==> src/logic/eeprom_pkg.sv <==
package eeprom_pkg;

    // memory-level view of the 2 Kbyte two-wire EEPROM

    // byte address inside the device, bits 10..8 travel in the control byte
    typedef logic [10:0] mem_addr_t;

    typedef logic [7:0] mem_data_t;

    // upper nibble of every control byte
    localparam logic [3:0] DEVICE_CODE = 4'b1010;

endpackage

==> src/logic/i2c_pkg.sv <==
package i2c_pkg;

    // one bus operation per FIFO entry
    typedef enum logic [1:0] {
        OP_START,   // also used as repeated start
        OP_WRITE,
        OP_READ,
        OP_STOP
    } bus_op_t;

    typedef struct packed {
        bus_op_t               op;
        eeprom_pkg::mem_data_t tx_byte;  // byte sent by OP_WRITE
        logic                  last;     // OP_READ answers with nack
    } bus_cmd_t;

endpackage

==> src/logic/eeprom_ctrl.sv <==
`timescale 1ns/1ps

module eeprom_ctrl #(
    parameter int SCL_HALF = 2,
    parameter int CMD_DEPTH = 4
) (
    input  logic                  CLK,
    input  logic                  RESET,
    input  logic                  wr,
    input  logic                  rd,
    input  eeprom_pkg::mem_addr_t addr,
    input  eeprom_pkg::mem_data_t wr_data,
    input  logic                  sda_in,
    output logic                  busy,
    output logic                  ack,
    output logic                  nack,
    output eeprom_pkg::mem_data_t rd_data,
    output logic                  scl,
    output logic                  sda_drive_low
);

    logic              push;
    logic              full;
    logic              pop;
    logic              not_empty;
    logic              done;
    i2c_pkg::bus_cmd_t cmd;
    i2c_pkg::bus_cmd_t head_cmd;

    assign ack = done;  // stop finished, transfer over

    eeprom_request_sequencer u_seq (
        .CLK     (CLK),
        .RESET   (RESET),
        .wr      (wr),
        .rd      (rd),
        .addr    (addr),
        .wr_data (wr_data),
        .full    (full),
        .done    (done),
        .busy    (busy),
        .push    (push),
        .cmd     (cmd)
    );

    i2c_cmd_fifo #(
        .CMD_DEPTH (CMD_DEPTH)
    ) u_fifo (
        .CLK       (CLK),
        .RESET     (RESET),
        .push      (push),
        .push_cmd  (cmd),
        .pop       (pop),
        .head_cmd  (head_cmd),
        .not_empty (not_empty),
        .full      (full)
    );

    i2c_bit_engine #(
        .SCL_HALF (SCL_HALF)
    ) u_engine (
        .CLK           (CLK),
        .RESET         (RESET),
        .not_empty     (not_empty),
        .head_cmd      (head_cmd),
        .sda_in        (sda_in),
        .pop           (pop),
        .scl           (scl),
        .sda_drive_low (sda_drive_low),
        .done          (done),
        .nack_seen     (nack),
        .read_byte     (rd_data)
    );

endmodule

==> src/logic/eeprom_request_sequencer.sv <==
`timescale 1ns/1ps

module eeprom_request_sequencer (
    input  logic                  CLK,
    input  logic                  RESET,
    input  logic                  wr,
    input  logic                  rd,
    input  eeprom_pkg::mem_addr_t addr,
    input  eeprom_pkg::mem_data_t wr_data,
    input  logic                  full,
    input  logic                  done,
    output logic                  busy,
    output logic                  push,
    output i2c_pkg::bus_cmd_t     cmd
);

    typedef enum logic [1:0] {
        IDLE,
        EMIT,
        WAIT_DONE
    } state_t;

    state_t                state;
    logic [2:0]            step;
    logic                  last_step;
    logic                  accept;
    logic                  is_read;
    eeprom_pkg::mem_addr_t req_addr;
    eeprom_pkg::mem_data_t req_data;

    assign accept = (state == IDLE) && (wr || rd);
    assign busy = (state != IDLE);
    assign push = (state == EMIT) && !full;  // hold the step while the FIFO is full
    assign last_step = is_read ? (step == 3'd6) : (step == 3'd4);

    always_ff @(posedge CLK)
    begin
        if (RESET)
        begin
            state <= IDLE;
            step <= '0;
        end
        else
        begin
            case (state)
                IDLE:
                begin
                    step <= '0;
                    if (accept)
                        state <= EMIT;
                end
                EMIT:
                begin
                    if (push)
                    begin
                        step <= step + 1'b1;
                        if (last_step)
                            state <= WAIT_DONE;
                    end
                end
                default:
                begin
                    if (done)  // stop has gone out on the bus
                        state <= IDLE;
                end
            endcase
        end
    end

    // request held for the whole transfer
    always_ff @(posedge CLK)
    begin
        if (accept)
        begin
            is_read <= rd;
            req_addr <= addr;
            req_data <= wr_data;
        end
    end

    // step 1 and anything unlisted is the control byte with R/W low
    always_comb
    begin
        cmd.op = i2c_pkg::OP_WRITE;
        cmd.tx_byte = {eeprom_pkg::DEVICE_CODE, req_addr[10:8], 1'b0};
        cmd.last = 1'b0;
        case (step)
            3'd0: cmd.op = i2c_pkg::OP_START;
            3'd2: cmd.tx_byte = req_addr[7:0];
            3'd3:
            begin
                if (is_read)
                    cmd.op = i2c_pkg::OP_START;  // repeated start
                else
                    cmd.tx_byte = req_data;
            end
            3'd4:
            begin
                if (is_read)
                    cmd.tx_byte[0] = 1'b1;  // control byte, read direction
                else
                    cmd.op = i2c_pkg::OP_STOP;
            end
            3'd5:
            begin
                cmd.op = i2c_pkg::OP_READ;
                cmd.last = 1'b1;
            end
            3'd6: cmd.op = i2c_pkg::OP_STOP;
            default: ;
        endcase
    end

    done_while_waiting: assert property (@(posedge CLK) disable iff (RESET)
        done |-> (state == WAIT_DONE))
        else $error("bit engine finished a stop outside a queued transfer");

    single_strobe: assert property (@(posedge CLK) disable iff (RESET)
        (state == IDLE) |-> !(wr && rd))
        else $error("wr and rd together");

endmodule

==> src/logic/i2c_bit_engine.sv <==
`timescale 1ns/1ps

module i2c_bit_engine #(
    parameter int SCL_HALF = 2  // CLK cycles per SCL half period, at least 2
) (
    input  logic                  CLK,
    input  logic                  RESET,
    input  logic                  not_empty,
    input  i2c_pkg::bus_cmd_t     head_cmd,
    input  logic                  sda_in,
    output logic                  pop,
    output logic                  scl,
    output logic                  sda_drive_low,
    output logic                  done,
    output logic                  nack_seen,
    output eeprom_pkg::mem_data_t read_byte
);

    localparam int CNT_W = (SCL_HALF > 1) ? $clog2(SCL_HALF) : 1;
    localparam logic [CNT_W-1:0] CNT_LAST = CNT_W'(SCL_HALF - 1);
    localparam logic [CNT_W-1:0] CNT_MID = CNT_W'(SCL_HALF / 2 - 1);

    typedef enum logic [2:0] {
        IDLE,
        START,
        BITS,
        ACK,
        STOP
    } state_t;

    state_t                state;
    logic                  half;     // 0 while scl low, 1 while high
    logic [CNT_W-1:0]      cnt;
    logic [2:0]            bit_cnt;
    logic                  tick;
    logic                  mid;
    logic                  sda_next;
    logic                  bus_free; // last thing on the bus was a stop
    eeprom_pkg::mem_data_t shreg;
    logic                  op_read;
    logic                  op_last;

    assign tick = (cnt == CNT_LAST);
    assign mid = (cnt == CNT_MID);
    assign pop = (state == IDLE) && not_empty;

    // level put on SDA in the middle of the low half
    always_comb
    begin
        case (state)
            STOP: sda_next = 1'b1;
            BITS: sda_next = !op_read && !shreg[7];
            ACK: sda_next = op_read && !op_last;  // master ack unless last
            default: sda_next = 1'b0;
        endcase
    end

    always_ff @(posedge CLK)
    begin
        if (RESET)
        begin
            state <= IDLE;
            half <= 1'b0;
            cnt <= '0;
            bit_cnt <= '0;
            scl <= 1'b1;
            sda_drive_low <= 1'b0;
            done <= 1'b0;
            nack_seen <= 1'b0;
            bus_free <= 1'b1;
        end
        else
        begin
            done <= 1'b0;
            if (state == IDLE)
            begin
                cnt <= '0;
                half <= 1'b0;
                bit_cnt <= '0;
                if (not_empty)
                begin
                    scl <= 1'b0;
                    case (head_cmd.op)
                        i2c_pkg::OP_START:
                        begin
                            state <= START;
                            bus_free <= 1'b0;
                            if (bus_free)
                                nack_seen <= 1'b0;  // new transfer
                        end
                        i2c_pkg::OP_STOP: state <= STOP;
                        default: state <= BITS;
                    endcase
                end
            end
            else
            begin
                cnt <= tick ? '0 : cnt + 1'b1;
                if (tick)
                    half <= ~half;

                if (!half && mid)
                    sda_drive_low <= sda_next;
                if (half && mid && state == START)
                    sda_drive_low <= 1'b1;  // SDA falls, SCL high
                if (half && mid && state == STOP)
                    sda_drive_low <= 1'b0;  // SDA rises, SCL high

                if (!half && tick)
                begin
                    scl <= 1'b1;
                    if (state == ACK && !op_read && sda_in)
                        nack_seen <= 1'b1;
                end

                if (half && tick)
                begin
                    case (state)
                        BITS:
                        begin
                            scl <= 1'b0;
                            bit_cnt <= bit_cnt + 1'b1;
                            if (bit_cnt == 3'd7)
                                state <= ACK;
                        end
                        STOP:
                        begin
                            state <= IDLE;
                            done <= 1'b1;
                            bus_free <= 1'b1;
                        end
                        default: state <= IDLE;  // scl stays high between ops
                    endcase
                end
            end
        end
    end

    // byte shifting, msb first in both directions
    always_ff @(posedge CLK)
    begin
        if (pop)
        begin
            shreg <= head_cmd.tx_byte;
            op_read <= (head_cmd.op == i2c_pkg::OP_READ);
            op_last <= head_cmd.last;
        end
        else if (state == BITS && tick)
        begin
            if (!half && op_read)
                read_byte <= {read_byte[6:0], sda_in};
            if (half)
                shreg <= {shreg[6:0], 1'b0};
        end
    end

    sda_stable_scl_high: assert property (@(posedge CLK) disable iff (RESET)
        $changed(sda_drive_low) && !(state inside {START, STOP}) |-> !scl)
        else $error("sda changed while scl high outside start/stop");

endmodule

==> src/logic/i2c_cmd_fifo.sv <==
`timescale 1ns/1ps

module i2c_cmd_fifo #(
    parameter int CMD_DEPTH = 4  // power of two
) (
    input  logic              CLK,
    input  logic              RESET,
    input  logic              push,
    input  i2c_pkg::bus_cmd_t push_cmd,
    input  logic              pop,
    output i2c_pkg::bus_cmd_t head_cmd,
    output logic              not_empty,
    output logic              full
);

    localparam int PTR_W = $clog2(CMD_DEPTH);

    i2c_pkg::bus_cmd_t mem [CMD_DEPTH];
    logic [PTR_W-1:0]  wr_ptr;
    logic [PTR_W-1:0]  rd_ptr;
    logic [PTR_W:0]    count;
    logic              do_push;
    logic              do_pop;

    assign do_push = push && !full;
    assign do_pop = pop && not_empty;

    assign head_cmd = mem[rd_ptr];
    assign not_empty = (count != '0);
    assign full = (count == (PTR_W+1)'(CMD_DEPTH));

    always_ff @(posedge CLK)
    begin
        if (RESET)
        begin
            wr_ptr <= '0;
            rd_ptr <= '0;
            count <= '0;
        end
        else
        begin
            if (do_push)
                wr_ptr <= wr_ptr + 1'b1;  // wraps, depth is a power of two
            if (do_pop)
                rd_ptr <= rd_ptr + 1'b1;
            case ({do_push, do_pop})
                2'b10: count <= count + 1'b1;
                2'b01: count <= count - 1'b1;
                default: count <= count;
            endcase
        end
    end

    always_ff @(posedge CLK)
    begin
        if (do_push)
            mem[wr_ptr] <= push_cmd;
    end

    no_pop_when_empty: assert property (@(posedge CLK) disable iff (RESET)
        pop |-> not_empty)
        else $error("engine popped an empty command FIFO");

endmodule

==> config.mk <==
export PLATFORM = sky130hd
export DESIGN_NAME = eeprom_ctrl
export DESIGN_NICKNAME = d
export VERILOG_FILES = /design/src/logic/eeprom_pkg.sv /design/src/logic/i2c_pkg.sv /design/src/logic/eeprom_ctrl.sv /design/src/logic/eeprom_request_sequencer.sv /design/src/logic/i2c_bit_engine.sv /design/src/logic/i2c_cmd_fifo.sv
export SDC_FILE = /design/constraint.sdc
export NUM_CORES = 1
export LEC_CHECK = 0
export ABC_AREA = 1
export BUFFER_PORTS_ARGS = -buffer_cell sky130_fd_sc_hd__buf_2
export CAP_MARGIN = 20
export CORE_MARGIN = 2
export CORE_UTILIZATION = 30
export CTS_CLUSTER_DIAMETER = 80
export CTS_CLUSTER_SIZE = 28
export DETAILED_ROUTE_END_ITERATION = 16
export GPL_ROUTABILITY_DRIVEN = 1
export PLACE_DENSITY = 0.47
export RECOVER_POWER = 25
export SETUP_SLACK_MARGIN = 0.2
export SLEW_MARGIN = 10
export SYNTH_ARGS = -nofsm -noshare
export SYNTH_HDL_FRONTEND = slang
export SYNTH_SLANG_ARGS = --single-unit
==> constraint.sdc <==
create_clock -name CLK -period 2.7 [get_ports CLK]
set_input_delay 0 -clock CLK [delete_from_list [all_inputs] [get_ports CLK]]
set_output_delay 0 -clock CLK [all_outputs]
set_load 0.01 [all_outputs]
==> run summary, run 1 <==
Run status -> completed
# Post-CTS Setup Buffers -> 0
H-tree depth -> 3
Commonest non-fill, non-tap cells in the layout -> edfxtp_1, nor2_1, nand2_1
Ys Warns -> 0
N_diodes -> 0
Proportion of power drawn by combinational gates -> 0.285
Sw Pwr -> 1798 uW
Final Instance Area -> 0.005495 mm^2
Io pins -> 37
Per-cell routed wire length -> 13.36 um
Synth Area in XOR/XNOR -> 0.001925
Setup TNS -> 0 ns
GRT overflow -> 0
Starting Density -> 0.3027
Placed inst area -> 0.004989 mm^2
Top delay family on crit path -> simple AND/OR/NAND/NOR gates
Clk root buf -> clkbuf_16
DRC Markers -> 0
Layout cell share with drive strength beyond 1 -> 0.1245
Worst-path clk slew -> 0.08 ns
Fin crit share -> 0.8767
Later-pin clock latency in the skew report -> 0.35 ns
Final worst setup slack -> 0.3329 ns
Worst slack, placed -> 0.4994 ns
Slowest stage delay, CP -> 0.39 ns
Internal power -> 3298 uW
Power per cell area -> 927.3 mW/mm^2
Crit path DAT -> 2.60 ns
Fmax -> 422.5 MHz
Antenna violations before repair -> 0
Global-route wire length before repair -> 14.77 mm
FF-to-FF setup slack -> 0.33 ns
Worst Reg-to-Reg Cells -> 12
Maximum vdd drop -> 0.0003325 V
Top sig layer -> met4
GR Util All Layers -> 0.1197
Synth Area in Simple Gates -> 0.1518
Pin count of the biggest net entering global routing -> 24
Core box area -> 0.01503 mm^2
CP cell instances -> inv_4, nand2_1, nor2_1, nand2_4, inv_2, ha_1, inv_1, fa_1, a21oi_1, o21ai_0, o21ai_0, a21oi_1
Worst Setup End Kind -> flop
Critical Path RT -> 2.93 ns
Mapped Area -> 0.004551 mm^2
Metal1 wirelength -> 4.108 mm
DIE AREA -> 0.01617 mm^2
Synth unique cells -> 32
Sequential area share after synthesis -> 0.6599
Area Overhead vs Synth -> 20.76%
Origin of the critical flop-to-flop path -> u_engine.state[0]$_SDFFE_PP0P_
Worst hold-check path type -> in2reg
Total stage count of the critical path -> 12
Chip Height -> 127.2 um
Setup CP Type -> reg2reg
Count of input and output buffers -> 36
Actual slew at the worst max-slew pin -> 0.7942 ns
Switching Share -> 0.3529
Setup crit start -> u_engine.state[0]$_SDFFE_PP0P_
Multiplexer area fraction after synthesis -> 0
Final Critical Period -> 2.367 ns
Vias -> 3026
Most common cell after layout, fill and taps aside -> edfxtp_1
Slew Limit Headroom -> 0.4638
Vias in the first global route -> 3042
Post-route ant nets -> 0
Clk_skew -> 0.009553 ns
Met3 wire len -> 378 um
Vias/cell -> 4.463
R2r endpoint -> u_fifo.count[2]$_SDFFE_PP0P_
Synth Area in Compound Gates -> 0.09403
Syn avg cell area -> 10.94 um^2
WL final -> 9.055 mm
CTS tree -> built
RSZ-0062 raised after global routing -> no
Clock share of power -> 0.268
Pleak -> 0.002084 uW
Synth Area in Adders -> 0.04564
Critical path buffers and inverters -> 3
First DRT Iteration DRCs -> 166
Mapped Cells -> 416
Die Wd -> 127.2 um
# nets final -> 525
Setup crit start kind -> flop
Rows -> 45
Met2 wire length -> 4.460 mm
Clk sink count -> 109
CTS Buffer Depth -> 2
Largest family of logic cells by synthesized area -> simple AND/OR/NAND/NOR gates
Final hold viol count -> 0
TritonCTS buffer count -> 9
Mapped Nets -> 456
Detailed Place HPWL -> 6.157 mm
Routability Congestion -> 0.7549
Worst setup path end -> u_fifo.count[2]$_SDFFE_PP0P_
Max-Cap Viols -> 0
CP max FO -> 9
Critical path's slowest cell -> fa_1
Seq pwr share -> 0.448
Post-layout util -> 0.3655
#FFs+latches synth -> 109
Final setup fails -> 0
Max-slew violations -> 0
Initial DRT Pass Iterations -> 4
## through the flow
stage	hold WS, ns	total power, uW	instances
floorplan	0.09887	3395	416
global placement	0.1760	3777	640
detailed placement	0.1781	3794	640
CTS	0.1023	5201	678
global route	0.1463	5465	678
finish	0.08966	5096	678
## layout make-up
type | instances | area (um^2)
repair buffers | 69 | 465.4
well taps | 188 | 235.2
fillers | 1466 | 9538
flip-flops and latches | 109 | 3003
clock buffers | 9 | 225.2
inverters | 40 | 152.6
clock inverters | 7 | 93.84
multi-input cells | 256 | 1320
## repair_timing
item                                    4_1_cts  5_1_grt
endpoints found under the setup margin        0        0
hold buffers                                 22        0
gates resized for setup                       0        0
hold endpoints to repair                     29        0
## flip-flops by register name (all words and copies together) (netlist names), 2 cells and up, named ones only
register / flops
u_fifo.wr_ptr: 2
u_engine.state: 3
u_engine.shreg: 8
u_seq.state: 2
u_fifo.count: 3
u_seq.req_addr: 11
u_engine.read_byte: 8
u_fifo.mem: 44
u_engine.bit_cnt: 3
u_seq.req_data: 8
u_seq.step: 3
u_fifo.rd_ptr: 2
## how the worst min path moves through the flow
| stage | slack (ns) | to | startpoint | depth (start not counted) |
|---|---|---|---|---|
| 2_1_floorplan | 0.1 | u_engine.read_byte[0]$_DFFE_PP_ | sda_in | 0 |
| 3_3_place_gp | 0.18 | u_seq.req_data[5]$_DFFE_PP_ | wr_data[5] | 1 |
| 3_5_place_dp | 0.18 | u_seq.req_data[0]$_DFFE_PP_ | wr_data[0] | 1 |
| 4_1_cts | 0.10 | u_seq.state[0]$_SDFFE_PP0P_ | wr | 5 |
| 5_1_grt | 0.15 | u_seq.state[0]$_SDFFE_PP0P_ | wr | 5 |
| 6_report | 0.09 | u_seq.state[0]$_SDFFE_PP0P_ | wr | 5 |
## synth_stat cells, drive strengths merged
| library cell | n | share of area |
|---|---|---|
| a31oi | 7 | 0.0096 |
| nand3b | 1 | 0.0017 |
| buf | 8 | 0.011 |
| nand4 | 1 | 0.0014 |
| xor2 | 1 | 0.0019 |
| fa | 1 | 0.0044 |
| edfxtp | 82 | 0.54 |
| o311ai | 1 | 0.0019 |
| dfxtp | 27 | 0.12 |
| o21ai | 37 | 0.042 |
| inv | 40 | 0.034 |
| a32oi | 2 | 0.0039 |
| a22o | 2 | 0.0039 |
| o22ai | 2 | 0.0027 |
| nand2 | 57 | 0.051 |
| nor4 | 1 | 0.0014 |
| clkbuf | 3 | 0.0025 |
| a21oi | 21 | 0.024 |
| ha | 15 | 0.041 |
| nand3 | 24 | 0.026 |
| nor2 | 79 | 0.070 |
| o211ai | 4 | 0.0066 |
## routing by layer
layer	vias to the layer above	GRT usage
li1	1570	-
met1	1396	0.1402
met2	54	0.2109
met3	6	0.03559
met4	0	0.03878
met5	-	0
## worst reg2reg max path, delay by kind of cell, from the launching register on
kind	cells	cell delay (ns)
and+or+nand+nor	3	0.58
adders and majority gates	2	0.53
AOI/OAI and AO/OA	4	0.51
DFF	1	0.36
buffers and inverters	3	0.28
## logic make-up (layout without fill, tap and decap cells)
logic type | after synthesis | after routing
flip-flops | 109 | 109
AND/OR/NAND/NOR | 163 | 163
buffers and inverters | 51 | 125
adder cells (fa/ha/maj) | 16 | 16
XOR/XNOR | 1 | 1
AO/OA/AOI/OAI | 76 | 76
## power groups by stage
stage,logic (uW),clock network (uW),registers [uW]
floorplan,1120,0,2280
global placement,1460,0,2320
detailed placement,1470,0,2320
CTS,1500,1410,2290
global route,1670,1480,2310
finish,1450,1360,2280
Note: power is estimated with default switching activity, not from simulation.
==> run 2, diff against run 1 <==
--- a/config.mk
+++ b/config.mk
@@ -5,9 +5,9 @@
 export SDC_FILE = /design/constraint.sdc
 export NUM_CORES = 1
 export LEC_CHECK = 0
-export ABC_AREA = 1
 export BUFFER_PORTS_ARGS = -buffer_cell sky130_fd_sc_hd__buf_2
 export CAP_MARGIN = 20
+export CORE_ASPECT_RATIO = 1.75
 export CORE_MARGIN = 2
 export CORE_UTILIZATION = 30
 export CTS_CLUSTER_DIAMETER = 80
==> run 2 against run 1 <==
Against the previous run: clock power is essentially flat; synthesized cell count shrank 25%; register-to-register slack gained 0.03 ns; critical endpoint unchanged; fmax grew 1.4%; die area grew 0.19%; first-iteration DRC count shrank 24%; global-route usage shrank 0.80 points; sequential power is essentially flat; largest cell class unchanged; clock skew shrank 0.00072 ns; routed wire length shrank 4.2%.
==> run summary, run 2 <==
Ys Warns -> 0 (unchanged)
Mapped Area -> 0.004548 mm^2 (about the same)
Core box area -> 0.01484 mm^2 (-1.3%)
Setup crit start kind -> flop
Total stage count of the critical path -> 8 (-4)
Actual slew at the worst max-slew pin -> 0.6142 ns (-0.1800 ns)
N_diodes -> 0 (unchanged)
Post-route ant nets -> 0 (unchanged)
Initial DRT Pass Iterations -> 4 (unchanged)
Worst Setup End Kind -> flop
Max-Cap Viols -> 0 (unchanged)
Vias in the first global route -> 2806 (-7.8%)
Syn avg cell area -> 14.58 um^2 (+33%)
RSZ-0062 raised after global routing -> no
Fin crit share -> 0.8646 (-0.01205)
Final hold viol count -> 0 (unchanged)
WL final -> 8.674 mm (-4.2%)
Count of input and output buffers -> 36 (unchanged)
Setup TNS -> 0 ns (unchanged)
Worst-path clk slew -> 0.07 ns (about the same)
Worst Reg-to-Reg Cells -> 8 (-4)
Vias/cell -> 4.779 (+7.1%)
Largest Register -> u_fifo.mem
FF-to-FF setup slack -> 0.37 ns (+0.03 ns)
Top delay family on crit path -> simple AND/OR/NAND/NOR gates
Top-count cell post-synth -> edfxtp_1
Die Wd -> 97.08 um (-24%)
Antenna violations before repair -> 0 (unchanged)
Detailed Place HPWL -> 6.086 mm (-1.2%)
Critical path's slowest cell -> or3_4
Final Critical Period -> 2.335 ns (-0.03253 ns)
Regs by FF count -> u_fifo.mem (44), u_seq.req_addr (11)
Per-cell routed wire length -> 15.46 um (+16%)
CTS Buffer Depth -> 2 (unchanged)
Seq pwr share -> 0.482 (+0.034)
Synth unique cells -> 50 (+56%)
Io pins -> 37 (unchanged)
Power per cell area -> 875.5 mW/mm^2 (-5.6%)
Max-slew violations -> 0 (unchanged)
Slew Limit Headroom -> 0.5905 (+0.1267)
# nets final -> 413 (-21%)
Rows -> 59 (+31%)
TritonCTS buffer count -> 9 (unchanged)
Most common cell after layout, fill and taps aside -> edfxtp_1
EDFF count, synth -> 82 (unchanged)
M3 GR Usage -> 0.01804 (-0.01755)
Sw Pwr -> 1374 uW (-24%)
Fmax -> 428.3 MHz (+1.4%)
Internal power -> 3391 uW (+2.8%)
Pleak -> 0.001906 uW (-8.6%)
Commonest non-fill, non-tap cells in the layout -> edfxtp_1, dfxtp_1, buf_2
Clk root buf -> clkbuf_16
Critical Path RT -> 2.97 ns (+0.04 ns)
Vias -> 2681 (-11%)
Later-pin clock latency in the skew report -> 0.34 ns (about the same)
Total Power -> 4765 uW (-6.5%)
DIE AREA -> 0.01620 mm^2 (+0.19%)
Run status -> completed
Chip Height -> 166.9 um (+31%)
Starting Density -> 0.3065 (+0.003813)
Slowest stage delay, CP -> 0.45 ns (+0.06 ns)
Sequential area share after synthesis -> 0.6602 (about the same)
Global-route wire length before repair -> 14.12 mm (-4.4%)
H-tree depth -> 3 (unchanged)
Pin count of the biggest net entering global routing -> 23 (-4.2%)
Setup crit start -> u_engine.state[0]$_SDFFE_PP0P_
Mapped Nets -> 352 (-23%)
Final setup fails -> 0 (unchanged)
Critical path buffers and inverters -> 1 (-2)
CP max FO -> 14 (+5)
CP cell instances -> or3_4, nor2_4, ha_1, inv_1, fa_1, xor2_1, or3_1, a21oi_1
Clk_skew -> 0.008828 ns (-0.0007244 ns)
Synth cell count leaders -> edfxtp_1, dfxtp_1, inv_1
Mapped Cells -> 312 (-25%)
Layout cell share with drive strength beyond 1 -> 0.1878 (+0.06334)
Min-delay src -> wr
Largest register FFs -> 44 (unchanged)
First DRT Iteration DRCs -> 126 (-24%)
Setup CP Type -> reg2reg
Worst hold-check path type -> in2reg
GR Util All Layers -> 0.1117 (-0.008022)
Yosys top cell area share -> 0.5414 (about the same)
Clock share of power -> 0.283 (+0.015)
Hold path depth -> 4 (-1)
# resized after CTS -> 0 (unchanged)
CTS tree -> built
Synth Flop Type -> edfxtp_1
#FFs+latches synth -> 109 (unchanged)
Most Crowded Layer GR -> met2
Routability Congestion -> 0.7982 (+5.7%)
Synth area leader -> edfxtp_1
Switching Share -> 0.2883 (-0.06456)
Asr flop ratio synth -> 0 (unchanged)
GR Layer Usage met1 -> 0.1178 (-0.02244)
Top post-synthesis cells by area -> edfxtp_1, dfxtp_1, mux4_2, ha_1, mux2_2
Clk sink count -> 109 (unchanged)
Proportion of power drawn by combinational gates -> 0.235 (-0.050)
Met2 usage -> 0.2111 (about the same)
GRT overflow -> 0 (unchanged)
Maximum vdd drop -> 0.0003618 V (+8.8%)
Crit path DAT -> 2.61 ns (about the same)
Area Overhead vs Synth -> 19.67%
Origin of the critical flop-to-flop path -> u_engine.state[0]$_SDFFE_PP0P_
DRC Markers -> 0 (unchanged)
run 2: final timing paths:
kind,endpoint
worst max-delay path,u_fifo.count[2]$_SDFFE_PP0P_
worst min-delay path,u_seq.state[0]$_SDFFE_PP0P_
worst max register to register,u_fifo.count[2]$_SDFFE_PP0P_
worst min register to register,u_engine.read_byte[5]$_DFFE_PP_
run 2: cell type report:
| class | count | area, um^2 |
|---|---|---|
| Sequential cell | 109 | 3003 |
| Clock buffer | 9 | 225.2 |
| Timing Repair Buffer | 65 | 435.4 |
| Tap cell | 183 | 229.0 |
| Multi-Input combinational cell | 171 | 1409 |
| Fill cell | 1429 | 9395 |
| Clock inverter | 7 | 77.57 |
| Inverter | 17 | 63.81 |
run 2: repair_timing:
item                      CTS  global route
hold buffers               21             0
buffers inserted            0             0
hold endpoints to repair   21             0
run 2: worst register-to-register path, delay by kind of cell (launching register included):
kind                       cells  cell delay [ns]
DFF                            1             0.44
and+or+nand+nor                3             0.89
AOI/OAI and AO/OA              1             0.14
adders and majority gates      2             0.57
buffers and inverters          1             0.07
xor gates and xnor gates       1             0.16
run 2: cell families (layout without fill, tap and decap cells):
family | count (synthesis) | after routing | share of synthesized area
compound gates | 50 | 50 | 0.07318
mux | 26 | 26 | 0.08969
simple gates | 76 | 76 | 0.09546
buf+inv | 32 | 98 | 0.02998
xor+xnor | 3 | 3 | 0.005778
fa+ha+maj | 16 | 16 | 0.04567
flops | 109 | 109 | 0.6602
run 2: stage by stage:
| stage | utilization | hold slack [ns] | worst slack, ns | instances | cell area (um^2) |
|---|---|---|---|---|---|
| floorplan | - | 0.09887 | 0.2850 | 312 | 4548 |
| global placement | 0.3332 | 0.1779 | 0.4690 | 524 | 4945 |
| detailed placement | 0.3332 | 0.1781 | 0.3812 | 524 | 4945 |
| CTS | 0.3678 | 0.06087 | 0.3640 | 561 | 5458 |
| global route | 0.3668 | 0.1066 | 0.2575 | 561 | 5443 |
| finish | 0.3668 | 0.06143 | 0.3655 | 561 | 5443 |
run 2: power by group through the flow:
stage | combinational [uW] | clock (uW) | sequential [uW]
floorplan | 881 | 0 | 2250
global placement | 1120 | 0 | 2330
detailed placement | 1130 | 0 | 2340
CTS | 1150 | 1400 | 2300
global route | 1270 | 1460 | 2340
finish | 1120 | 1350 | 2300
run 2: routing by layer:
metal | share of wire | routed length (um)
met3 | 0.030 | 262
met1 | 0.40 | 3469
met2 | 0.55 | 4740
met4 | 0.023 | 202
met5 | 0 | 0
